`src/rx_pkg.sv`:
```
// Shared types, constants and helper functions for the serial-link
// receive datapath: frame layout, control states, CRC-32 and FAW check
package rx_pkg;

   // Frame layout
   localparam int FRAME_WORDS   = 8;
   localparam int PAYLOAD_WORDS = 6;

   // Fixed frame alignment pattern in the top 56 bits of word 0
   localparam logic [55:0] FAW_PATTERN = 56'hBC_F6_28_5A_A5_C3_3C;

   // CRC-32 parameters, MSB first, no reflection, no final inversion
   localparam logic [31:0] CRC_POLY = 32'h04C1_1DB7;
   localparam logic [31:0] CRC_INIT = 32'hFFFF_FFFF;

   // Frame alignment word
   typedef struct packed {
      logic [55:0] pattern;
      logic [6:0]  rsvd;
      logic        rx_rdy;
   } rx_faw_t;

   // Validation packet, valids bit i belongs to payload word i+1
   typedef struct packed {
      logic [31:0]              crc;
      logic [25:0]              rsvd;
      logic [PAYLOAD_WORDS-1:0] valids;
   } rx_vd_pkt_t;

   // Control states
   typedef enum logic [1:0] {
      OFF,
      RUN,
      FAULT
   } rx_state_e;

   // Advance the CRC over one 64-bit word, bit 63 first
   function automatic logic [31:0] crc32_step(input logic [31:0] crc_in,
                                              input logic [63:0] data);
      logic [31:0] crc;
      logic        fb;
      crc = crc_in;
      for (int i = 63; i >= 0; i--) begin
         fb  = crc[31] ^ data[i];
         crc = {crc[30:0], 1'b0};
         if (fb) begin
            crc = crc ^ CRC_POLY;
         end
      end
      return crc;
   endfunction

   // True when the pattern field matches the alignment pattern
   function automatic logic faw_ok(input logic [63:0] word);
      rx_faw_t faw;
      faw = rx_faw_t'(word);
      return faw.pattern == FAW_PATTERN;
   endfunction

endpackage
```
`src/rx_frame_if.sv`:
```
// Frame interface from the control block to the datapath blocks.
// Carries the input word and its frame position strobes
`timescale 1ns/1ns

interface rx_frame_if;

   logic [63:0] word;
   logic        active;
   // Word 0 and word 7 of the current frame
   logic        faw_boundary;
   logic        crc_boundary;

   modport framer (
      output word,
      output active,
      output faw_boundary,
      output crc_boundary
   );

   modport sink (
      input word,
      input active,
      input faw_boundary,
      input crc_boundary
   );

endinterface

```
`src/rx_top.sv`:
```
// Receive datapath top level: frame control, CRC check, data delay
// and tvalid gating for 8-word frames from the deserializer
`timescale 1ns/1ns

module rx_top #(
   parameter int DATA_LATENCY = 11,
   parameter int CRC_LATENCY  = 3
) (
   input  logic        clk_i,
   input  logic        rst_n_i,
   input  logic        enable_i,
   input  logic [63:0] tdata_i,
   output logic [63:0] tdata_o,
   output logic        tvalid_o,
   output logic        faw_error_o,
   output logic        crc_error_o,
   output logic        remote_rx_rdy_o
);

   logic crc_done;
   logic crc_bad;
   logic release_ok;

   rx_frame_if frame_if ();

   rx_ctrl u_ctrl (
      .clk_i           (clk_i),
      .rst_n_i         (rst_n_i),
      .enable_i        (enable_i),
      .tdata_i         (tdata_i),
      .frame           (frame_if.framer),
      .crc_done_i      (crc_done),
      .crc_bad_i       (crc_bad),
      .release_ok_o    (release_ok),
      .faw_error_o     (faw_error_o),
      .crc_error_o     (crc_error_o),
      .remote_rx_rdy_o (remote_rx_rdy_o)
   );

   rx_crc_check #(
      .CRC_LATENCY (CRC_LATENCY)
   ) u_crc_check (
      .clk_i      (clk_i),
      .rst_n_i    (rst_n_i),
      .frame      (frame_if.sink),
      .crc_done_o (crc_done),
      .crc_bad_o  (crc_bad)
   );

   rx_delay_line #(
      .DATA_LATENCY (DATA_LATENCY)
   ) u_delay_line (
      .clk_i   (clk_i),
      .rst_n_i (rst_n_i),
      .frame   (frame_if.sink),
      .tdata_o (tdata_o)
   );

   rx_out_gate u_out_gate (
      .clk_i        (clk_i),
      .rst_n_i      (rst_n_i),
      .frame        (frame_if.sink),
      .crc_done_i   (crc_done),
      .release_ok_i (release_ok),
      .tvalid_o     (tvalid_o)
   );

endmodule

```
`src/rx_out_gate.sv`:
```
// Output gate: holds the valid bits of a checked frame and steps
// them out as tvalid across the six payload slots
`timescale 1ns/1ns

module rx_out_gate import rx_pkg::*; (
   input  logic     clk_i,
   input  logic     rst_n_i,
   rx_frame_if.sink frame,
   input  logic     crc_done_i,
   input  logic     release_ok_i,
   output logic     tvalid_o
);

   rx_vd_pkt_t               vd_pkt;
   logic [PAYLOAD_WORDS-1:0] valids_q;
   logic [PAYLOAD_WORDS-1:0] release_q;
   logic [PAYLOAD_WORDS-1:0] shift_q;
   logic                     start_q;

   assign vd_pkt = rx_vd_pkt_t'(frame.word);

   // Valid bits wait here while the CRC compare runs
   always_ff @(posedge clk_i) begin
      if (frame.crc_boundary) begin
         valids_q <= vd_pkt.valids;
      end
      if (crc_done_i) begin
         release_q <= valids_q;
      end
   end

   // Shifting starts two cycles after crc_done, then empties to zero
   always_ff @(posedge clk_i) begin
      if (!rst_n_i || !frame.active) begin
         start_q <= 1'b0;
         shift_q <= '0;
      end else begin
         start_q <= crc_done_i;
         if (start_q) begin
            shift_q <= release_q;
         end else begin
            shift_q <= shift_q >> 1;
         end
      end
   end

   // Empty slots cover the FAW and packet words
   assign tvalid_o = release_ok_i && shift_q[0];

endmodule

```
`src/rx_delay_line.sv`:
```
// Fixed-depth delay line aligning the received words with the
// tvalid decisions made after the CRC check
`timescale 1ns/1ns

module rx_delay_line #(
   parameter int DATA_LATENCY = 11
) (
   input  logic        clk_i,
   input  logic        rst_n_i,
   rx_frame_if.sink    frame,
   output logic [63:0] tdata_o
);

   logic [63:0] dly_q [DATA_LATENCY];

   always_ff @(posedge clk_i) begin
      if (!rst_n_i) begin
         for (int i = 0; i < DATA_LATENCY; i++) begin
            dly_q[i] <= '0;
         end
      end else begin
         dly_q[0] <= frame.word;
         for (int i = 1; i < DATA_LATENCY; i++) begin
            dly_q[i] <= dly_q[i-1];
         end
      end
   end

   assign tdata_o = dly_q[DATA_LATENCY-1];

endmodule

```
`src/rx_crc_check.sv`:
```
// CRC checker: accumulates CRC-32 over the payload words of each frame
// and compares it to the validation packet through a short pipeline
`timescale 1ns/1ns

module rx_crc_check import rx_pkg::*; #(
   parameter int CRC_LATENCY = 3
) (
   input  logic     clk_i,
   input  logic     rst_n_i,
   rx_frame_if.sink frame,
   output logic     crc_done_o,
   output logic     crc_bad_o
);

   rx_vd_pkt_t  vd_pkt;
   logic [31:0] crc_acc;
   logic [31:0] cap_calc;
   logic [31:0] cap_rx;
   logic        cap_vld;
   logic        done_pipe [1:CRC_LATENCY-1];
   logic        bad_pipe  [1:CRC_LATENCY-1];

   assign vd_pkt = rx_vd_pkt_t'(frame.word);

   // Restart on the FAW, fold in every word up to the packet
   always_ff @(posedge clk_i) begin
      if (frame.faw_boundary) begin
         crc_acc <= CRC_INIT;
      end else if (frame.active && !frame.crc_boundary) begin
         crc_acc <= crc32_step(crc_acc, frame.word);
      end
   end

   // First stage captures both values at the packet word
   always_ff @(posedge clk_i) begin
      if (frame.crc_boundary) begin
         cap_calc <= crc_acc;
         cap_rx   <= vd_pkt.crc;
      end
   end

   // Done strobes travel with their compare result, flushed when disabled
   always_ff @(posedge clk_i) begin
      if (!rst_n_i || !frame.active) begin
         cap_vld <= 1'b0;
         for (int i = 1; i < CRC_LATENCY; i++) begin
            done_pipe[i] <= 1'b0;
         end
      end else begin
         cap_vld      <= frame.crc_boundary;
         done_pipe[1] <= cap_vld;
         for (int i = 2; i < CRC_LATENCY; i++) begin
            done_pipe[i] <= done_pipe[i-1];
         end
      end
   end

   always_ff @(posedge clk_i) begin
      bad_pipe[1] <= (cap_calc != cap_rx);
      for (int i = 2; i < CRC_LATENCY; i++) begin
         bad_pipe[i] <= bad_pipe[i-1];
      end
   end

   assign crc_done_o = done_pipe[CRC_LATENCY-1];
   assign crc_bad_o  = bad_pipe[CRC_LATENCY-1];

endmodule

```
`src/rx_ctrl.sv`:
```
// Receive control block: frame counter, enable FSM, FAW check,
// sticky error flags and remote receiver-ready flag
`timescale 1ns/1ns

module rx_ctrl import rx_pkg::*; (
   input  logic        clk_i,
   input  logic        rst_n_i,
   input  logic        enable_i,
   input  logic [63:0] tdata_i,
   rx_frame_if.framer  frame,
   input  logic        crc_done_i,
   input  logic        crc_bad_i,
   output logic        release_ok_o,
   output logic        faw_error_o,
   output logic        crc_error_o,
   output logic        remote_rx_rdy_o
);

   localparam int CNT_W = $clog2(FRAME_WORDS);

   logic [CNT_W-1:0] word_cnt;
   logic             faw_bnd;
   logic             crc_bnd;
   logic             faw_fail;
   logic             crc_fail;
   rx_faw_t          faw_word;
   rx_state_e        state;
   rx_state_e        state_next;

   // Counter sits at 0 while disabled, so the first enabled word is the FAW
   always_ff @(posedge clk_i) begin
      if (!rst_n_i || !enable_i) begin
         word_cnt <= '0;
      end else if (word_cnt == CNT_W'(FRAME_WORDS - 1)) begin
         word_cnt <= '0;
      end else begin
         word_cnt <= word_cnt + 1'b1;
      end
   end

   assign faw_bnd  = enable_i && (word_cnt == '0);
   assign crc_bnd  = enable_i && (word_cnt == CNT_W'(FRAME_WORDS - 1));
   assign faw_word = rx_faw_t'(tdata_i);

   // Input word goes straight through to the datapath
   assign frame.word         = tdata_i;
   assign frame.active       = enable_i;
   assign frame.faw_boundary = faw_bnd;
   assign frame.crc_boundary = crc_bnd;

   assign faw_fail = faw_bnd && !faw_ok(tdata_i);
   assign crc_fail = crc_done_i && crc_bad_i;

   always_comb begin
      state_next = state;
      unique case (state)
         OFF:     state_next = (faw_fail || crc_fail) ? FAULT : RUN;
         RUN:     if (faw_fail || crc_fail) state_next = FAULT;
         FAULT:   state_next = FAULT;
         default: state_next = OFF;
      endcase
      // Dropping enable always restarts from OFF
      if (!enable_i) begin
         state_next = OFF;
      end
   end

   always_ff @(posedge clk_i) begin
      if (!rst_n_i) begin
         state <= OFF;
      end else begin
         state <= state_next;
      end
   end

   assign release_ok_o = (state == RUN);

   // Sticky flags, only cleared by dropping enable
   always_ff @(posedge clk_i) begin
      if (!rst_n_i || !enable_i) begin
         faw_error_o     <= 1'b0;
         crc_error_o     <= 1'b0;
         remote_rx_rdy_o <= 1'b0;
      end else begin
         if (faw_fail) begin
            faw_error_o <= 1'b1;
         end
         if (crc_fail) begin
            crc_error_o <= 1'b1;
         end
         // Remote ready only updates from a good FAW
         if (faw_bnd && !faw_fail) begin
            remote_rx_rdy_o <= faw_word.rx_rdy;
         end
      end
   end

endmodule

```
`config.mk`:
```
export PLATFORM = sky130hd
export DESIGN_NAME = rx_top
export DESIGN_NICKNAME = d
export VERILOG_FILES = /design/src/rx_pkg.sv /design/src/rx_frame_if.sv /design/src/rx_top.sv /design/src/rx_out_gate.sv /design/src/rx_delay_line.sv /design/src/rx_crc_check.sv /design/src/rx_ctrl.sv
export SDC_FILE = /design/constraint.sdc
export NUM_CORES = 1
export LEC_CHECK = 0
export BUFFER_PORTS_ARGS = -buffer_cell sky130_fd_sc_hd__buf_2
export CAP_MARGIN = 15
export CORE_MARGIN = 2
export CORE_UTILIZATION = 50
export DETAILED_ROUTE_END_ITERATION = 8
export PLACE_DENSITY = 0.74
export SKIP_CTS_REPAIR_TIMING = 1
export SLEW_MARGIN = 0
export SYNTH_ARGS = -nofsm -noshare
export SYNTH_HDL_FRONTEND = slang
export SYNTH_SLANG_ARGS = --single-unit
```
`constraint.sdc`:
```
create_clock -name clk_i -period 8.15 [get_ports clk_i]
set_input_delay 0 -clock clk_i [delete_from_list [all_inputs] [get_ports clk_i]]
set_output_delay 0 -clock clk_i [all_outputs]
set_load 0.03 [all_outputs]
```
# After elaboration in Yosys (flattened, before gate mapping)
# Memory sizes are Yosys's and may differ from the RTL's.
# Index checks and enable logic that the tools add are counted.
dict set report op_classes {
  n_addsub 1
  n_eq_ne 6
  muxes 212
  bitwise 142
  reduce_logical 19
}
# op count
set op_table {}
lappend op_table {{$mux W32} 126}
lappend op_table {{$mux W27} 64}
lappend op_table {{$not A14 Y14} 64}
lappend op_table {{$mux W64} 11}
lappend op_table {{$xor A1 B1 Y1} 64}
lappend op_table {{$eq A56 B56 Y1 const B} 1}
lappend op_table {{$ne A32 B32 Y1} 1}
lappend op_table {{$or A1 B1 Y1} 13}
lappend op_table {{$logic_and A1 B1 Y1} 7}
lappend op_table {{$mux W1} 7}
lappend op_table {{$pmux W2 S3} 1}
lappend op_table {{$logic_not A1 Y1} 5}
lappend op_table {{$mux W5} 1}
lappend op_table {{$mux W2} 2}
lappend op_table {{$reduce_or A2 Y1} 2}
lappend op_table {{$add A3 B1 Y3 const B} 1}
lappend op_table {{$eq A3 B3 Y1 const B} 1}
lappend op_table {{$logic_not A3 Y1} 1}
lappend op_table {{$eq A2 B1 Y1 const B} 1}
lappend op_table {{$eq A2 B2 Y1 const B} 1}
lappend op_table {{$logic_not A2 Y1} 1}
lappend op_table {{$logic_or A1 B1 Y1} 2}
lappend op_table {{$ne A2 B2 Y1 const B} 1}
lappend op_table {{$reduce_and A2 Y1} 1}
lappend op_table {{$not A1 Y1} 1}
dict set report word_totals {
  register_bits 124
  mem_bits_rw 708
  inputBits 67
  output_inout_bits 68
  word_cells 397
  mem_count 3
}
# memory depth width rd rd_clocked_by_memory_dff wr line_no
set mem_list {}
lappend mem_list {u_delay_line.dly_q 11 64 11 0 11 rx_delay_line.sv:14} ;# logic [63:0] dly_q [DATA_LATENCY];
lappend mem_list {u_crc_check.bad_pipe 2 1 2 0 2 rx_crc_check.sv:21} ;# logic bad_pipe [1:CRC_LATENCY-1];
lappend mem_list {u_crc_check.done_pipe 2 1 2 0 2 rx_crc_check.sv:20} ;# logic done_pipe [1:CRC_LATENCY-1];

# Logic depth before layout (Yosys ltp)
dict set report logic_depth {
  ltp_word 256
  ltp_mapped 16
  depth_no_buf 15
}

# Modules after synthesis
# A second synthesis with hierarchy kept.
dict set report hier_totals {
  cells_unflattened 2483
  hier_area_um2 32127.1
}
# module n_inst cells_each area_each_um2 seq_area_each_um2
set by_module_without_submodules {}
lappend by_module_without_submodules {rx_delay_line 1 1550 19736.4 14093.5}
lappend by_module_without_submodules {rx_crc_check 1 768 10681.5 2662.6}
lappend by_module_without_submodules {rx_ctrl 1 130 1104.8 160.2}
lappend by_module_without_submodules {rx_out_gate 1 35 604.3 500.5}

# Least setup slack after synthesis
# OpenSTA, ideal clock, no wires.
dict set report synth_timing {
  kind {flip-flop to flip-flop}
  from {register u_crc_check.crc_acc[28]}
  to {register u_crc_check.crc_acc[18]}
  setup_time_ns 0.137
  t_arrival_ns 5.786
  required_ns 8.013
  setup_slack_ns 2.227
  path_stages_with_launch 16
  path_buffers 0
  period_less_slack_ns 5.923
  path_cell_list {dfxtp_1 > xnor2_1 > xnor3_2 > xnor3_2 > xor2_4 > xnor3_2 > xor3_1 > xnor3_2 > xnor2_2 > xor3_1 > xor3_1 > xnor2_4 > xor2_2 > xnor3_1 > nand2_1 > nand3_1}
}
dict set report synth_via {
  elab_chain_cells 205
  word_cells_on_any_way 284
  classes_between {187 x mux; 97 x bitwise}
}
# element line_no
set synth_rtl {}
lappend synth_rtl {{start, declared} rx_crc_check.sv:16} ;# logic [31:0] crc_acc;
lappend synth_rtl {{start signal, assigned} rx_crc_check.sv:30} ;# crc_acc <= crc32_step(crc_acc, frame.word);
lappend synth_rtl {{$mux W32 *} rx_crc_check.sv:29} ;# end else if (frame.active && !frame.crc_boundary) begin
lappend synth_rtl {{$mux W32 *} rx_crc_check.sv:27} ;# if (frame.faw_boundary) begin
lappend synth_rtl {{$mux W32 *} rx_crc_check.sv:29}
lappend synth_rtl {{$mux W32 *} rx_crc_check.sv:27}
lappend synth_rtl {{$mux W32 *} rx_crc_check.sv:29}
lappend synth_rtl {{$mux W32 *} rx_crc_check.sv:27}
lappend synth_rtl {{$xor A1 B1 Y1 *} rx_pkg.sv:44} ;# fb = crc[31] ^ data[i];
lappend synth_rtl {{$mux W27 *} rx_pkg.sv:46} ;# if (fb) begin
lappend synth_rtl {{(+189 left out)} n/a}
lappend synth_rtl {{$not A14 Y14 (no line)} n/a}
lappend synth_rtl {{$mux W27 *} rx_pkg.sv:46}
lappend synth_rtl {{$mux W32 *} rx_crc_check.sv:29}
lappend synth_rtl {{$mux W32 *} rx_crc_check.sv:27}
lappend synth_rtl {{$mux W27 *} rx_pkg.sv:46}
lappend synth_rtl {{$mux W32 *} rx_crc_check.sv:29}
lappend synth_rtl {{$mux W32 *} rx_crc_check.sv:27}
lappend synth_rtl {{$mux W27 *} rx_pkg.sv:46}
# Mark *: on every way between the ends. The rest lies on a longest branch, timed or not. The select of a mux whose other input is x is not followed.
# A chain may end at the register's enable or synchronous reset.

# Worst setup path in the final report
dict set report layout_timing {
  from {register u_crc_check.crc_acc[31]}
  to {register u_crc_check.crc_acc[13]}
}
dict set report layout_via {
  elab_chain_cells 208
  word_cells_on_any_way 301
  classes_between {190 x mux; 111 x bitwise}
}
# element line_no
set layout_rtl {}
lappend layout_rtl {{$xor A1 B1 Y1 *} rx_pkg.sv:44}
lappend layout_rtl {{$mux W27 *} rx_pkg.sv:46}
lappend layout_rtl {{$mux W32 *} rx_crc_check.sv:29}
lappend layout_rtl {{$mux W32 *} rx_crc_check.sv:27}
lappend layout_rtl {{$not A14 Y14 (no line)} n/a}
lappend layout_rtl {{$mux W27} rx_pkg.sv:46}
lappend layout_rtl {{$mux W32 *} rx_crc_check.sv:29}
lappend layout_rtl {{$mux W32 *} rx_crc_check.sv:27}
lappend layout_rtl {{(+192 left out)} n/a}
lappend layout_rtl {{$mux W27} rx_pkg.sv:46}
lappend layout_rtl {{$mux W32 *} rx_crc_check.sv:29}
lappend layout_rtl {{$mux W32 *} rx_crc_check.sv:27}
lappend layout_rtl {{$not A14 Y14 (no line)} n/a}
lappend layout_rtl {{$mux W27 *} rx_pkg.sv:46}
lappend layout_rtl {{$mux W32 *} rx_crc_check.sv:29}
lappend layout_rtl {{$mux W32 *} rx_crc_check.sv:27}
lappend layout_rtl {{$mux W27 *} rx_pkg.sv:46}
# Marked as above.

==> metrics.md <==
| Metric | Value |
|---|---|
| Pins Over Slew Limit | `0` |
| Register area | `~17,000 um^2` |
| Io pins | `roughly 140` |
| Mean routed wirelength per cell | `around 17 um` |
| Nets | `approximately 2,600` |
| CTS tree | `built` |
| Max clock buf depth | `3` |
| Final HPWL DP | `roughly 43,000 um` |
| First-pass GRT wire length | `roughly 90,000 um` |
| HP Class | `in -> reg` |
| Full die area | `between 60,000 and 70,000 um^2` |
| Crit path from | `u_crc_check.crc_acc[31]` |
| Final Hold Fails | `6` |
| Syn-to-layout area delta | `13.7%` |
| PortBufs | `approximately 130` |
| H-tree depth | `3` |
| Minimum clock period | `slightly above 7 ns` |
| Final Cycle Share | `0.885` |
| CTS Sinks | `roughly 830` |
| Antenna viol nets, final | `0` |
| Post-Synthesis Cells | `~2,400` |
| Final setup vio count | `0` |
| Syn nets | `between 2,000 and 3,000` |
| Via count | `15,300` |
| DRC violations left | `0` |
| Synth area leader | `dfxtp_1` |
| Outcome | `finished with violations` |
| Layout fillers | `5,050` |
| Peak fanout along the critical path | `9` |
| Largest net degree at the start of global routing | `roughly 210` |
| Slew margin rel. | `0.329` |
| Die width | `around 250 um` |
| Vert. Die Dim | `254 um` |
| Synthesis-stage register bit count | `approximately 830` |
| Post-synthesis sequential area ratio | `0.558` |
| Clock insertion delay at the later pin of the skew report | `approximately 0.6 ns` |
| Via-to-Cell Ratio | `approximately 4.4` |
| Core Area | `61,700 um^2` |
| Worst R2R Start | `u_crc_check.crc_acc[31]` |
| Crit. End Element | `flip-flop` |
| Routability cong. | `around 0.84` |
| Synth Cell Area | `between 30,000 and 40,000 um^2` |
| CTS root buffer | `clkbuf_16` |
| Synth unique cells | `41` |
| Top cell type's share of synthesized area | `0.485` |
| Number of global-route vias before repair | `roughly 15,000` |
| GRT overflow | `0` |
| Commonest cells after routing, fill and taps aside | `dfxtp_1 (756), and2_1 (705), xnor2_1 (316), buf_2 (133), xnor3_1 (116)` |
| Critical path type | `reg -> reg` |
| Hold Crit Start | `rst_n_i` |
| Worst Path Required | `~8.6 ns` |
| TritonRoute pass-1 iters | `4` |
| Initial Utilization | `0.506` |
| FFs w/ async S/R, synth | `0` |
| Max Freq | `0.139 GHz` |
| Clock skew | `0.0244 ns` |
| Failing checks | `negative hold slack` |
| Area contributors post-synth | `dfxtp_1 (48%), and2_1 (14%), xnor2_1 (8.9%), xnor3_1 (8.4%), edfxtp_1 (7.3%)` |
| Fin Setup TNS | `0 ns` |
| Synth Warn # | `0` |
| Syn_area_per_cell | `about 13 um^2` |
| Ys flop type | `dfxtp_1` |
| Multi-input gate area | `12,900 um^2` |
| CTS buffer count | `76` |
| Row Count | `~90` |
| WL final | `59,600 um` |
| # diodes | `0` |
| Commonest non-fill, non-tap cell in the layout | `dfxtp_1` |
| Slew @ Worst Pin | `slightly above 1 ns` |
| RSZ-0062 raised after global routing | `no` |
| CP Launch Type | `flip-flop` |
| WHS | `-0.0155 ns` |
| Worst Path Arrival | `approximately 7.7 ns` |
| Reg clk slew, reported paths | `0.06 ns` |
| Total Routing Usage GR | `0.185` |
| Max-capacitance violation count | `0` |
| Layout cell share with drive strength beyond 1 | `0.124` |
| Initial antenna violation count | `0` |
| Iteration-0 DRC Markers | `between 800 and 900` |
| Post-synth EDFFs | `between 70 and 80` |
[cell usage after synthesis, types with 5 or more instances]
library cell / number
and3_1: 7
inv_1: 5
nor2_1: 23
xor2_2: 5
xnor2_4: 7
xnor2_2: 28
a21oi_1: 11
buf_4: 65
xnor3_2: 13
xor3_1: 14
xnor2_1: 316
o211ai_1: 17
edfxtp_1: 76
and2_1: 706
mux2i_1: 7
clkbuf_1: 86
dfxtp_1: 756
nand4_1: 14
nand2_1: 32
xnor3_1: 116
xor2_1: 86
ha_1: 6
[critical path: stages (launching register included)]
cell and delay [ns]:
dfxtp_1 0.41, xnor2_2 0.35, xor2_1 0.63, xnor3_1 0.62
xnor2_2 0.60, xnor3_2 0.57, xnor3_1 0.80, xnor2_1 0.18
xnor2_1 0.54, xnor3_1 0.50, xnor2_2 0.61, xnor2_2 0.29
xor2_1 0.43, xnor2_1 0.20, xnor2_1 0.21, a21oi_1 0.08
[worst paths after layout]
check,endpoint,slack [ns],cells past startpoint
max,u_crc_check.crc_acc[13],0.94,15
min,u_delay_line.dly_q[0][522],-0.02,2
max reg2reg,u_crc_check.crc_acc[13],0.94,15
min reg2reg,u_crc_check.bad_pipe[2],0.33,0
[final cells by class]
cell class | count | share of cell area
inverter | 5 | 0.000529
clock buffer | 109 | 0.0628
sequential | 832 | 0.491
multi-input combinational | 1444 | 0.365
timing repair buffer | 213 | 0.0410
tap | 837 | 0.0295
clock inverter | 28 | 0.0103
[sequential cells by signal, summed over array words and instances (netlist names), 3 cells and up]
signal                count
u_delay_line.dly_q      704
u_crc_check.cap_calc     32
u_crc_check.cap_rx       32
u_crc_check.crc_acc      32
u_out_gate.release_q      6
u_out_gate.shift_q        6
u_out_gate.valids_q       6
u_ctrl.word_cnt           3
[cell families after synthesis]
kind of cell             after synthesis  share of synthesized area
flip-flops                           832                      0.558
AND/OR/NAND/NOR                      806                      0.158
XOR/XNOR                             590                      0.245
buffers and inverters                160                     0.0271
AO/OA/AOI/OAI                         35                    0.00770
multiplexers                           7                    0.00225
adder cells (fa/ha/maj)                6                    0.00241
[stage by stage]
stage | worst slack, ns | cell area [um^2] | cells | hold slack [ns] | utilization
2_1_floorplan | 2.23 | 31200 | 2436 | 0.0989 | -
3_3_place_gp | 0.848 | 32200 | 3265 | 0.259 | 0.522
4_1_cts | 0.930 | 34800 | 3402 | -0.392 | 0.564
6_report | 0.941 | 35500 | 3468 | -0.0155 | 0.575
5_1_grt | 0.786 | 35500 | 3468 | 0.0496 | 0.575
3_5_place_dp | 0.954 | 32200 | 3265 | 0.258 | 0.522
[layer usage]
metal	wire [um]	part of all wire	vias up	global-route usage
met5	0	0	-	0
met4	2220	0.037	0	0.0778
met3	2410	0.040	113	0.0337
met2	29400	0.49	317	0.319
met1	25600	0.43	7001	0.227
li1	-	-	7881	-
Power is not shown: default switching activity piles up to over one toggle a cycle in this logic, so the estimate is an artifact.
